--- config.mk ---
export PLATFORM = sky130hd
export DESIGN_NAME = trap_unit
export DESIGN_NICKNAME = d
export VERILOG_FILES = /design/src/hdl/rv_trap_pkg.sv /design/src/hdl/csr_file.sv /design/src/hdl/trap_arbiter.sv /design/src/hdl/trap_unit.sv
export SDC_FILE = /design/constraint.sdc
export NUM_CORES = 1
export LEC_CHECK = 0
export ABC_AREA = 1
export ABC_CLOCK_PERIOD_IN_PS = 2250
export CAP_MARGIN = 20
export CORE_ASPECT_RATIO = 0.7
export CORE_MARGIN = 2
export CORE_UTILIZATION = 40
export CTS_BUF_LIST = sky130_fd_sc_hd__clkbuf_16
export CTS_CLUSTER_SIZE = 40
export DETAILED_ROUTE_END_ITERATION = 6
export DONT_BUFFER_PORTS = 1
export GPL_TIMING_DRIVEN = 0
export PLACE_DENSITY = 0.52
export SLEW_MARGIN = 20
export SYNTH_ARGS = -nofsm -noshare
export SYNTH_HDL_FRONTEND = slang
export SYNTH_SLANG_ARGS = --single-unit
export TNS_END_PERCENT = 20
--- constraint.sdc ---
create_clock -name clk -period 2.25 [get_ports clk]
set_input_delay 0.1125 -clock clk [delete_from_list [all_inputs] [get_ports clk]]
set_output_delay 0.1125 -clock clk [all_outputs]
set_load 0.1 [all_outputs]
--- src/hdl/rv_trap_pkg.sv ---
// Trap unit package with the shared widths, M-mode CSR addresses and fixed CSR values.
package rv_trap_pkg;

    // One CSR data word.
    typedef logic [31:0] xlen_t;
    // CSR address.
    typedef logic [11:0] csr_addr_t;
    // Program counter, halfword aligned.
    typedef logic [31:1] pc_t;
    // Trap vector base, word aligned.
    typedef logic [31:2] tvec_t;
    // Interrupt or trap number.
    typedef logic [4:0]  cause_t;
    // External interrupt lines 16 to 31.
    typedef logic [31:16] irq_t;

    // Machine trap setup.
    parameter csr_addr_t CSR_MSTATUS    = 12'h300;
    parameter csr_addr_t CSR_MISA       = 12'h301;
    parameter csr_addr_t CSR_MEDELEG    = 12'h302;
    parameter csr_addr_t CSR_MIDELEG    = 12'h303;
    parameter csr_addr_t CSR_MIE        = 12'h304;
    parameter csr_addr_t CSR_MTVEC      = 12'h305;
    parameter csr_addr_t CSR_MSTATUSH   = 12'h310;
    // Machine trap handling.
    parameter csr_addr_t CSR_MSCRATCH   = 12'h340;
    parameter csr_addr_t CSR_MEPC       = 12'h341;
    parameter csr_addr_t CSR_MCAUSE     = 12'h342;
    parameter csr_addr_t CSR_MTVAL      = 12'h343;
    parameter csr_addr_t CSR_MIP        = 12'h344;
    // Machine information, all read-only.
    parameter csr_addr_t CSR_MVENDORID  = 12'hf11;
    parameter csr_addr_t CSR_MARCHID    = 12'hf12;
    parameter csr_addr_t CSR_MIMPID     = 12'hf13;
    parameter csr_addr_t CSR_MHARTID    = 12'hf14;
    parameter csr_addr_t CSR_MCONFIGPTR = 12'hf15;

    // Field positions in mstatus and mcause.
    parameter int MSTATUS_MIE_BIT  = 3;
    parameter int MSTATUS_MPIE_BIT = 7;
    parameter int MCAUSE_INT_BIT   = 31;

    // MXL of 1 for 32 bits, with the I and M extension bits.
    parameter xlen_t MISA_VALUE = 32'h4000_1100;

    // First external interrupt number.
    parameter int IRQ_BASE = 16;

endpackage

--- src/hdl/csr_file.sv ---
// M-mode CSR file with read and permission decode and the trap, MRET and write updates.
`timescale 1ns/10ps

module csr_file #(
    // Value returned by mhartid.
    parameter rv_trap_pkg::xlen_t hartid = 32'h0000_0000
) (
    input  logic                   clk,
    input  logic                   rst,

    // CSR access port.
    input  rv_trap_pkg::csr_addr_t csr_addr,
    input  logic                   csr_we,
    input  rv_trap_pkg::xlen_t     csr_wdata,
    output rv_trap_pkg::xlen_t     csr_rdata,
    output logic                   csr_exists,
    output logic                   csr_rdonly,

    // Return strobe.
    input  logic                   mret,

    // Trap dispatch from the arbiter.
    input  logic                   take_irq,
    input  logic                   take_trap,
    input  rv_trap_pkg::cause_t    trap_cause,
    input  rv_trap_pkg::pc_t       trap_epc,
    input  rv_trap_pkg::irq_t      irq_pending,

    // State seen by the arbiter and the return path.
    output logic                   mstatus_mie,
    output rv_trap_pkg::xlen_t     mie,
    output rv_trap_pkg::tvec_t     mtvec,
    output rv_trap_pkg::pc_t       mepc
);

    // Previous interrupt enable, saved on trap entry.
    logic                mstatus_mpie;
    // Scratch word for the handler.
    rv_trap_pkg::xlen_t  mscratch;
    // Cause number and interrupt flag.
    rv_trap_pkg::cause_t mcause_no;
    logic                mcause_int;

    // Full 32-bit views of the packed registers.
    rv_trap_pkg::xlen_t  mstatus_word;
    rv_trap_pkg::xlen_t  mcause_word;
    rv_trap_pkg::xlen_t  mip_word;

    always_comb begin
        mstatus_word = '0;
        mstatus_word[rv_trap_pkg::MSTATUS_MIE_BIT]  = mstatus_mie;
        mstatus_word[rv_trap_pkg::MSTATUS_MPIE_BIT] = mstatus_mpie;

        mcause_word = '0;
        mcause_word[rv_trap_pkg::MCAUSE_INT_BIT] = mcause_int;
        mcause_word[4:0] = mcause_no;

        // Only enabled lines show as pending.
        mip_word = '0;
        mip_word[31:rv_trap_pkg::IRQ_BASE] = irq_pending;
        mip_word = mip_word & mie;
    end

    // Read and permission decode.
    always_comb begin
        csr_exists = 1'b1;
        csr_rdonly = 1'b0;
        csr_rdata  = '0;
        case (csr_addr)
            rv_trap_pkg::CSR_MSTATUS:  csr_rdata = mstatus_word;
            // Writable, but writes have no effect.
            rv_trap_pkg::CSR_MISA:     csr_rdata = rv_trap_pkg::MISA_VALUE;
            rv_trap_pkg::CSR_MIE:      csr_rdata = mie;
            rv_trap_pkg::CSR_MTVEC:    csr_rdata = {mtvec, 2'b00};
            rv_trap_pkg::CSR_MIP:      csr_rdata = mip_word;
            rv_trap_pkg::CSR_MSCRATCH: csr_rdata = mscratch;
            rv_trap_pkg::CSR_MEPC:     csr_rdata = {mepc, 1'b0};
            rv_trap_pkg::CSR_MCAUSE:   csr_rdata = mcause_word;
            // No delegation, no mtval, no high status half.
            rv_trap_pkg::CSR_MEDELEG,
            rv_trap_pkg::CSR_MIDELEG,
            rv_trap_pkg::CSR_MSTATUSH,
            rv_trap_pkg::CSR_MTVAL:    csr_rdata = '0;
            // ID registers read as zero.
            rv_trap_pkg::CSR_MVENDORID,
            rv_trap_pkg::CSR_MARCHID,
            rv_trap_pkg::CSR_MIMPID,
            rv_trap_pkg::CSR_MCONFIGPTR: csr_rdonly = 1'b1;
            rv_trap_pkg::CSR_MHARTID: begin
                csr_rdonly = 1'b1;
                csr_rdata  = hartid;
            end
            default: csr_exists = 1'b0;
        endcase
    end

    // Updates, highest priority first.
    always_ff @(posedge clk) begin
        if (rst) begin
            mstatus_mie  <= 1'b0;
            mstatus_mpie <= 1'b0;
            mie          <= '0;
            mtvec        <= '0;
            mscratch     <= '0;
            mepc         <= '0;
            mcause_no    <= '0;
            mcause_int   <= 1'b0;
        end else if (mret) begin
            // Return restores the saved enable.
            mstatus_mie <= mstatus_mpie;
        end else if (take_irq || take_trap) begin
            // Trap entry, interrupts off until return.
            mstatus_mpie <= mstatus_mie;
            mstatus_mie  <= 1'b0;
            mepc         <= trap_epc;
            mcause_int   <= take_irq;
            mcause_no    <= trap_cause;
        end else if (csr_we) begin
            case (csr_addr)
                rv_trap_pkg::CSR_MSTATUS: begin
                    mstatus_mie  <= csr_wdata[rv_trap_pkg::MSTATUS_MIE_BIT];
                    mstatus_mpie <= csr_wdata[rv_trap_pkg::MSTATUS_MPIE_BIT];
                end
                rv_trap_pkg::CSR_MIE:      mie <= csr_wdata;
                rv_trap_pkg::CSR_MTVEC:    mtvec <= csr_wdata[31:2];
                rv_trap_pkg::CSR_MSCRATCH: mscratch <= csr_wdata;
                rv_trap_pkg::CSR_MEPC:     mepc <= csr_wdata[31:1];
                rv_trap_pkg::CSR_MCAUSE: begin
                    mcause_int <= csr_wdata[rv_trap_pkg::MCAUSE_INT_BIT];
                    mcause_no  <= csr_wdata[4:0];
                end
                // Other addresses hold constants.
                default: ;
            endcase
        end
    end

endmodule

--- src/hdl/trap_arbiter.sv ---
// Trap arbiter that latches interrupts, picks the lowest enabled one and dispatches traps.
`timescale 1ns/10ps

module trap_arbiter #(
    // Edges that mstatus.MIE must have been set for.
    parameter int mie_delay = 2
) (
    input  logic                clk,
    input  logic                rst,
    input  rv_trap_pkg::irq_t   irq,

    // Retiring instruction.
    input  logic                retire_valid,
    input  logic                retire_trap,
    input  rv_trap_pkg::cause_t retire_cause,
    input  rv_trap_pkg::pc_t    retire_pc,

    // CSR state.
    input  logic                mstatus_mie,
    input  rv_trap_pkg::xlen_t  mie,
    input  rv_trap_pkg::tvec_t  mtvec,

    // Dispatch.
    output rv_trap_pkg::irq_t   irq_pending,
    output logic                take_irq,
    output logic                take_trap,
    output rv_trap_pkg::cause_t trap_cause,
    output rv_trap_pkg::pc_t    trap_epc,
    output logic                exception,
    output rv_trap_pkg::tvec_t  tvec
);

    // Enable history, newest sample in bit 0.
    logic [mie_delay-1:0] mie_hist;
    logic [mie_delay:0]   mie_hist_next;
    // Pending and enabled lines.
    rv_trap_pkg::irq_t    irq_masked;
    rv_trap_pkg::cause_t  irq_cause;
    logic                 irq_en;

    // Pins are sampled once, no synchroniser.
    always_ff @(posedge clk) begin
        irq_pending <= irq;
    end

    assign mie_hist_next = {mie_hist, mstatus_mie};

    always_ff @(posedge clk) begin
        if (rst) begin
            mie_hist <= '0;
        end else begin
            mie_hist <= mie_hist_next[mie_delay-1:0];
        end
    end

    // MIE must be set now and at every recorded edge.
    assign irq_en     = mstatus_mie && (&mie_hist);
    assign irq_masked = irq_pending & mie[31:rv_trap_pkg::IRQ_BASE];

    // Scan downwards so the lowest line wins.
    always_comb begin
        irq_cause = '0;
        for (int i = 31; i >= rv_trap_pkg::IRQ_BASE; i--) begin
            if (irq_masked[i]) begin
                irq_cause = rv_trap_pkg::cause_t'(i);
            end
        end
    end

    // Interrupts take precedence over a retired trap.
    assign take_irq   = retire_valid && (|irq_masked) && irq_en;
    assign take_trap  = !take_irq && retire_trap;
    assign trap_cause = take_irq ? irq_cause : retire_cause;
    // Saved pc is word aligned.
    assign trap_epc   = {retire_pc[31:2], 1'b0};

    assign exception  = take_irq || take_trap;
    assign tvec       = mtvec;

endmodule

--- src/hdl/trap_unit.sv ---
// Machine-mode trap unit top, joining the CSR file and the trap arbiter.
`timescale 1ns/10ps

module trap_unit #(
    // Value returned by mhartid.
    parameter rv_trap_pkg::xlen_t hartid = 32'h0000_0000,
    // Interrupt enable delay in clock edges.
    parameter int mie_delay = 2
) (
    input  logic                   clk,
    input  logic                   rst,

    // CSR access port.
    input  rv_trap_pkg::csr_addr_t csr_addr,
    input  logic                   csr_we,
    input  rv_trap_pkg::xlen_t     csr_wdata,
    output rv_trap_pkg::xlen_t     csr_rdata,
    output logic                   csr_exists,
    output logic                   csr_rdonly,

    // Retire port.
    input  logic                   retire_valid,
    input  logic                   retire_trap,
    input  rv_trap_pkg::cause_t    retire_cause,
    input  rv_trap_pkg::pc_t       retire_pc,
    input  logic                   mret,

    // External interrupts 16 to 31.
    input  rv_trap_pkg::irq_t      irq,

    // Redirect to the fetch stage.
    output logic                   exception,
    output rv_trap_pkg::tvec_t     tvec,
    output rv_trap_pkg::pc_t       ret_epc
);

    // CSR state towards the arbiter.
    logic                mstatus_mie;
    rv_trap_pkg::xlen_t  mie;
    rv_trap_pkg::tvec_t  mtvec;
    // Dispatch towards the CSR file.
    logic                take_irq;
    logic                take_trap;
    rv_trap_pkg::cause_t trap_cause;
    rv_trap_pkg::pc_t    trap_epc;
    rv_trap_pkg::irq_t   irq_pending;

    csr_file #(
        .hartid(hartid)
    ) u_csr_file (
        .clk         (clk),
        .rst         (rst),
        .csr_addr    (csr_addr),
        .csr_we      (csr_we),
        .csr_wdata   (csr_wdata),
        .csr_rdata   (csr_rdata),
        .csr_exists  (csr_exists),
        .csr_rdonly  (csr_rdonly),
        .mret        (mret),
        .take_irq    (take_irq),
        .take_trap   (take_trap),
        .trap_cause  (trap_cause),
        .trap_epc    (trap_epc),
        .irq_pending (irq_pending),
        .mstatus_mie (mstatus_mie),
        .mie         (mie),
        .mtvec       (mtvec),
        // Return address straight from mepc.
        .mepc        (ret_epc)
    );

    trap_arbiter #(
        .mie_delay(mie_delay)
    ) u_trap_arbiter (
        .clk          (clk),
        .rst          (rst),
        .irq          (irq),
        .retire_valid (retire_valid),
        .retire_trap  (retire_trap),
        .retire_cause (retire_cause),
        .retire_pc    (retire_pc),
        .mstatus_mie  (mstatus_mie),
        .mie          (mie),
        .mtvec        (mtvec),
        .irq_pending  (irq_pending),
        .take_irq     (take_irq),
        .take_trap    (take_trap),
        .trap_cause   (trap_cause),
        .trap_epc     (trap_epc),
        .exception    (exception),
        .tvec         (tvec)
    );

endmodule

# ---- Yosys cells after proc, flatten, opt, wreduce, memory -nomap -nowiden
# Cells that the tools add are included.
dict set report classes {
  reduce_logical 23
  bitwise_logic 4
  n_eq_ne 17
  muxes 36
}
# operator count
set op_table {}
lappend op_table {{$pmux 32 s8} 1}
lappend op_table {{$eq 12x10->1 const B} 12}
lappend op_table {{$mux 5} 20}
lappend op_table {{$mux 31} 3}
lappend op_table {{$eq 12x12->1 const B} 5}
lappend op_table {{$and 32x32->32} 1}
lappend op_table {{$reduce_or 17->1} 1}
lappend op_table {{$and 16x16->16} 1}
lappend op_table {{$reduce_or 16->1} 1}
lappend op_table {{$mux 1} 12}
lappend op_table {{$reduce_and 4->1} 3}
lappend op_table {{$reduce_and 3->1} 3}
lappend op_table {{$reduce_bool 2->1} 4}
lappend op_table {{$reduce_bool 3->1} 2}
lappend op_table {{$reduce_or 5->1} 1}
lappend op_table {{$logic_and 1x1->1} 4}
lappend op_table {{$reduce_and 2->1} 2}
lappend op_table {{$not 1->1} 2}
lappend op_table {{$logic_not 1->1} 1}
lappend op_table {{$logic_or 1x1->1} 1}
dict set report word_totals {
  register_bits 151
  output_inout_bits 96
  inputBits 102
}

# ---- Depth between registers and ports, before layout
dict set report logic_depth {
  ltp_word 19
  depth_mapped 20
}

# ---- Modules after synthesis
# From an unflattened synthesis, not the netlist that was laid out.
dict set report hier_totals {
  cells_unflattened 1209
  area_unflattened_um2 7912.6
}
# module seq_area_each_um2 cells_per_inst n_inst area_each_um2
set modules_own_cells {}
lappend modules_own_cells {csr_file 2662.6 1053 1 6735.2}
lappend modules_own_cells {trap_arbiter 360.3 156 1 1177.4}

# ---- Worst setup path after synthesis
# Ideal clock, no wire load.
dict set report synth_path {
  path_type {input to output}
  startpoint {input csr_addr[7]}
  endpoint {output csr_exists}
  required_time_ns 2.138
  slack_ns -4.001
  t_arrival_ns 6.138
  path_stages 6
  cell_sequence {nor2_1 > nand2_1 > nor2_1 > inv_1 > a2111oi_0 > nand3b_1}
}
dict set report synth_between {
  elab_chain_len 3
  word_cells_on_any_way 19
  classes_between {eq/ne (17); mux (1); reduce/logical (1)}
}
# item line_no
set synth_lines {}
lappend synth_lines {{from (decl)} trap_unit.sv:14} ;# input rv_trap_pkg::csr_addr_t csr_addr,
lappend synth_lines {{$eq 12x10->1 / $eq 12x12->1 (equally long branches)} csr_file.sv:69} ;# case (csr_addr)
lappend synth_lines {{$reduce_or 17->1 (no source line) (*)} -}
lappend synth_lines {{$mux 1 (*)} csr_file.sv:69}
lappend synth_lines {{to (decl)} trap_unit.sv:18} ;# output logic csr_exists,
# Every way passes the cells marked *; elsewhere a longest branch is shown, timed or not.

# ---- Final worst setup path
dict set report layout_path {
  startpoint {input csr_addr[9]}
  endpoint {output csr_exists}
}
# Same word-level chain as after synthesis.

==> qor.yml <==
global_route:
  grt_pass1_wl_um: 40900
  grt_overflow: 0
  antenna_found_initial: 0
  grt_pass1_vias: 6967
  grt_max_degree: 17
  grtUsageTotal_pct: 31.4
finish:
  seqCellArea_sq_um: 3070
  fin_area_sq_um: 9320
  finalNetCount: 1121
  nFillCells: 1477
  multiInputGateArea_sq_um: 3470
  fin_util_pct: 57.5
  drive_gt1_share_pct: 21.5
  diodes: 0
  syn_to_final_growth_pct: 42.1
place:
  numPortBuffers: 0
  routabilityCongestion: 0.922
  dp_hpwl_um: 18800
  dp_slack_ps: -808
  dpl_cell_area_sq_um: 7230
timing:
  period_needed_ps: 2370
  fmax_mhz: 421
  drv_slew: 0
  hold_slack_ps: -26.8
  setup_ws_ps: -123
  rsz0062_at_grt: "yes"
  period_share_pct: 105
  max_slew_margin_pct: 29.2
  hold_viol_final: 1
  fin_setup_tns_ps: -156
  finClkSkew_ps: 13.2
  worst_pin_slew_ps: 1060
  setup_viol: 5
detailed_routing:
  viasPerCell: 5.81
  initialDrtViolationCount: 806
  totalWireLength_um: 28400
  via_count: 7299
  ant_nets: 0
  wire_per_inst_um: 22.6
  drtPass1Iterations: 5
  drc: 0
synthesis:
  synth_nets: 986
  yosys_warnings: 0
  synth_async_sr_flop_share_pct: 0
  synth_cell_types: 36
  synth_commonest_cells: "nand2_1 (202), dfxtp_1 (151), a21oi_1 (118), o21ai_0 (109), inv_1 (55)"
  synth_top_area_share_pct: 46.1
  syn_area_sq_um: 6560
  ys_top_cells_by_area: "dfxtp_1 (46%), nand2_1 (12%), a21oi_1 (9.0%)"
  synth_edf_count: 0
  synthCells: 884
  synth_seq_cells: 151
  synth_top_cell_by_area: "dfxtp_1"
  synthFlopType: "dfxtp_1"
  yosysSeqAreaShare_pct: 46.1
  synth_most_common_cell: "nand2_1"
  avgSynthCellArea_sq_um: 7.42
hold_path:
  hold_end: "u_csr_file.mcause_no[1]$_SDFFE_PP0P_"
  hold_depth: 4
  min_from: "retire_trap"
  hp-class: "primary input to flip-flop"
cts:
  clock-sinks: 151
  path_clk_slew_ps: 60
  worstSkewPairLatency_ps: 430
  cts_tree: "done"
  cts_made_buffers: 17
  ctsRootBufferMaster: "clkbuf_16"
  cts_htree_levels: 4
  cts_max_path_buffers: 2
pwr:
  ir_drop_mv: 0.397
  p_per_area_nw_per_um2: 694
  p_leak_uw: 0.00376
die:
  io_pins: 198
  rows: 39
  die-area_sq_um: 17500
  start_util_pct: 40.5
  core-area_sq_um: 16200
  die_width_um: 157
  die_y_um: 111
critical_path:
  worstPathCellList: "nand2_1 -> nor3_2 -> inv_2 -> nor2_2 -> inv_2 -> o21ai_0 -> nor4_4 -> buf_6 -> buf_12 -> nand3b_1"
  slowest_delay_ps: 780
  r2r_end: "u_csr_file.mie[1]$_SDFFE_PP0P_"
  critPathKind: "primary input to output port"
  crit_arrival_ps: 2260
  r2r_start: "u_csr_file.mie[18]$_SDFFE_PP0P_"
  cp_slowest_cell: "nand3b_1"
  cp_max_fo: 10
  cpMostUsedCell: "inv_2"
  rr_worst_depth: 13
  reg2reg_slack_ps: 0
  cp-start-kind: "primary input"
  cp_data_required_time_ps: 2140
  cp-end-kind: "output port"
flow_run:
  drv_cap: 0
status:
  status: "finished with violations"
  failed_checks: "negative hold slack, negative setup slack"
==> placed cells by master (no fill, tap or decap), types with 3 or more instances in the layout <==
cell type / n
buf_8: 11
nand2_2: 12
nor2_2: 6
dfxtp_2: 39
inv_1: 52
a22o_1: 12
clkbuf_2: 9
clkinvlp_4: 4
o21ai_0: 86
nand4_1: 9
dlygate4sd3_1: 85
clkbuf_16: 17
nand3b_1: 3
buf_4: 27
o21ai_2: 6
o21ai_1: 46
a21oi_1: 112
clkinv_4: 3
buf_12: 5
a221oi_1: 15
buf_6: 10
nor2_4: 12
bufinv_16: 3
inv_2: 8
a31oi_4: 8
clkinv_1: 3
clkbuf_1: 15
clkbuf_4: 7
a31oi_1: 27
nand3_1: 6
dfxtp_1: 112
nand2_1: 190
a31oi_2: 3
a21oi_4: 7
nand3_4: 3
nor3_2: 4
nor2_1: 28
==> cells by family after synthesis <==
| family | after synthesis | share of synthesized area (%) |
|---|---|---|
| AOI/OAI and AO/OA | 330 | 28.0 |
| and+or+nand+nor | 283 | 18.2 |
| DFF | 151 | 46.1 |
| buffers and inverters | 120 | 7.69 |
==> worst max-delay path by stage <==
stage | start | end | cells past startpoint
CTS | u_csr_file.mie[31]$_SDFFE_PP0P_ | u_csr_file.mepc[27]$_SDFFE_PP0P_ | 15
global route | csr_addr[9] | csr_exists | 10
floorplan | csr_addr[3] | csr_rdata[8] | 10
finish | csr_addr[9] | csr_exists | 10
global placement | csr_addr[9] | csr_rdata[8] | 9
detailed placement | csr_addr[9] | csr_rdata[1] | 9
==> critical path: cells and delay by family <==
family | cells | cell delay (ps)
AO/OA/AOI/OAI | 1 | 180
buffers and inverters | 4 | 640
AND/OR/NAND/NOR | 5 | 1310
==> cell type report <==
cell class                 count  share of cell area (%)
sequential                   151                    33.0
multi-input combinational    613                    37.2
timing repair buffer         118                    13.5
tap                          225                    3.02
buffer                        56                    4.36
clock inverter                15                    1.73
clock buffer                  17                    4.56
inverter                      62                    2.67
==> layer usage <==
layer	track usage (%)	share of wire, %	vias to the layer above
met5	0	0	-
li1	-	-	3317
met4	10.2	1.8	0
met2	45.4	43	444
met3	10.8	12	43
met1	43.9	43	3495
==> state kept, by name, indices dropped and copies added (netlist names) <==
name,cells
u_csr_file.mtvec,30
u_csr_file.mstatus_mpie,1
u_csr_file.mscratch,32
u_trap_arbiter.irq_pending,16
u_trap_arbiter.mie_hist,2
u_csr_file.mstatus_mie,1
u_csr_file.mcause_no,5
u_csr_file.mcause_int,1
u_csr_file.mie,32
u_csr_file.mepc,31
==> power breakdown <==
group / switching [uW] / internal [uW] / leakage [uW]
sequential: 325 / 2740 / 0.00125
clock: 1200 / 1730 / 0.000293
combinational: 269 / 203 / 0.00222
==> stage by stage <==
stage | std cells | total power [uW]
final | 1257 | 6460
after global placement | 1109 | 3390
after CTS | 1242 | 6410
after floorplan | 884 | 3290
after detailed placement | 1122 | 3400
after global routing | 1257 | 6630
==> repair_timing <==
action,in CTS,in global routing
hold buffers,83,2
endpoints found under the hold margin,149,1
setup endpoints to repair,131,157
gates resized for setup,100,99
buffers inserted,5,14
pin swaps,9,12
cloned,0,1
No activity file was read; power rests on OpenSTA's default activity.
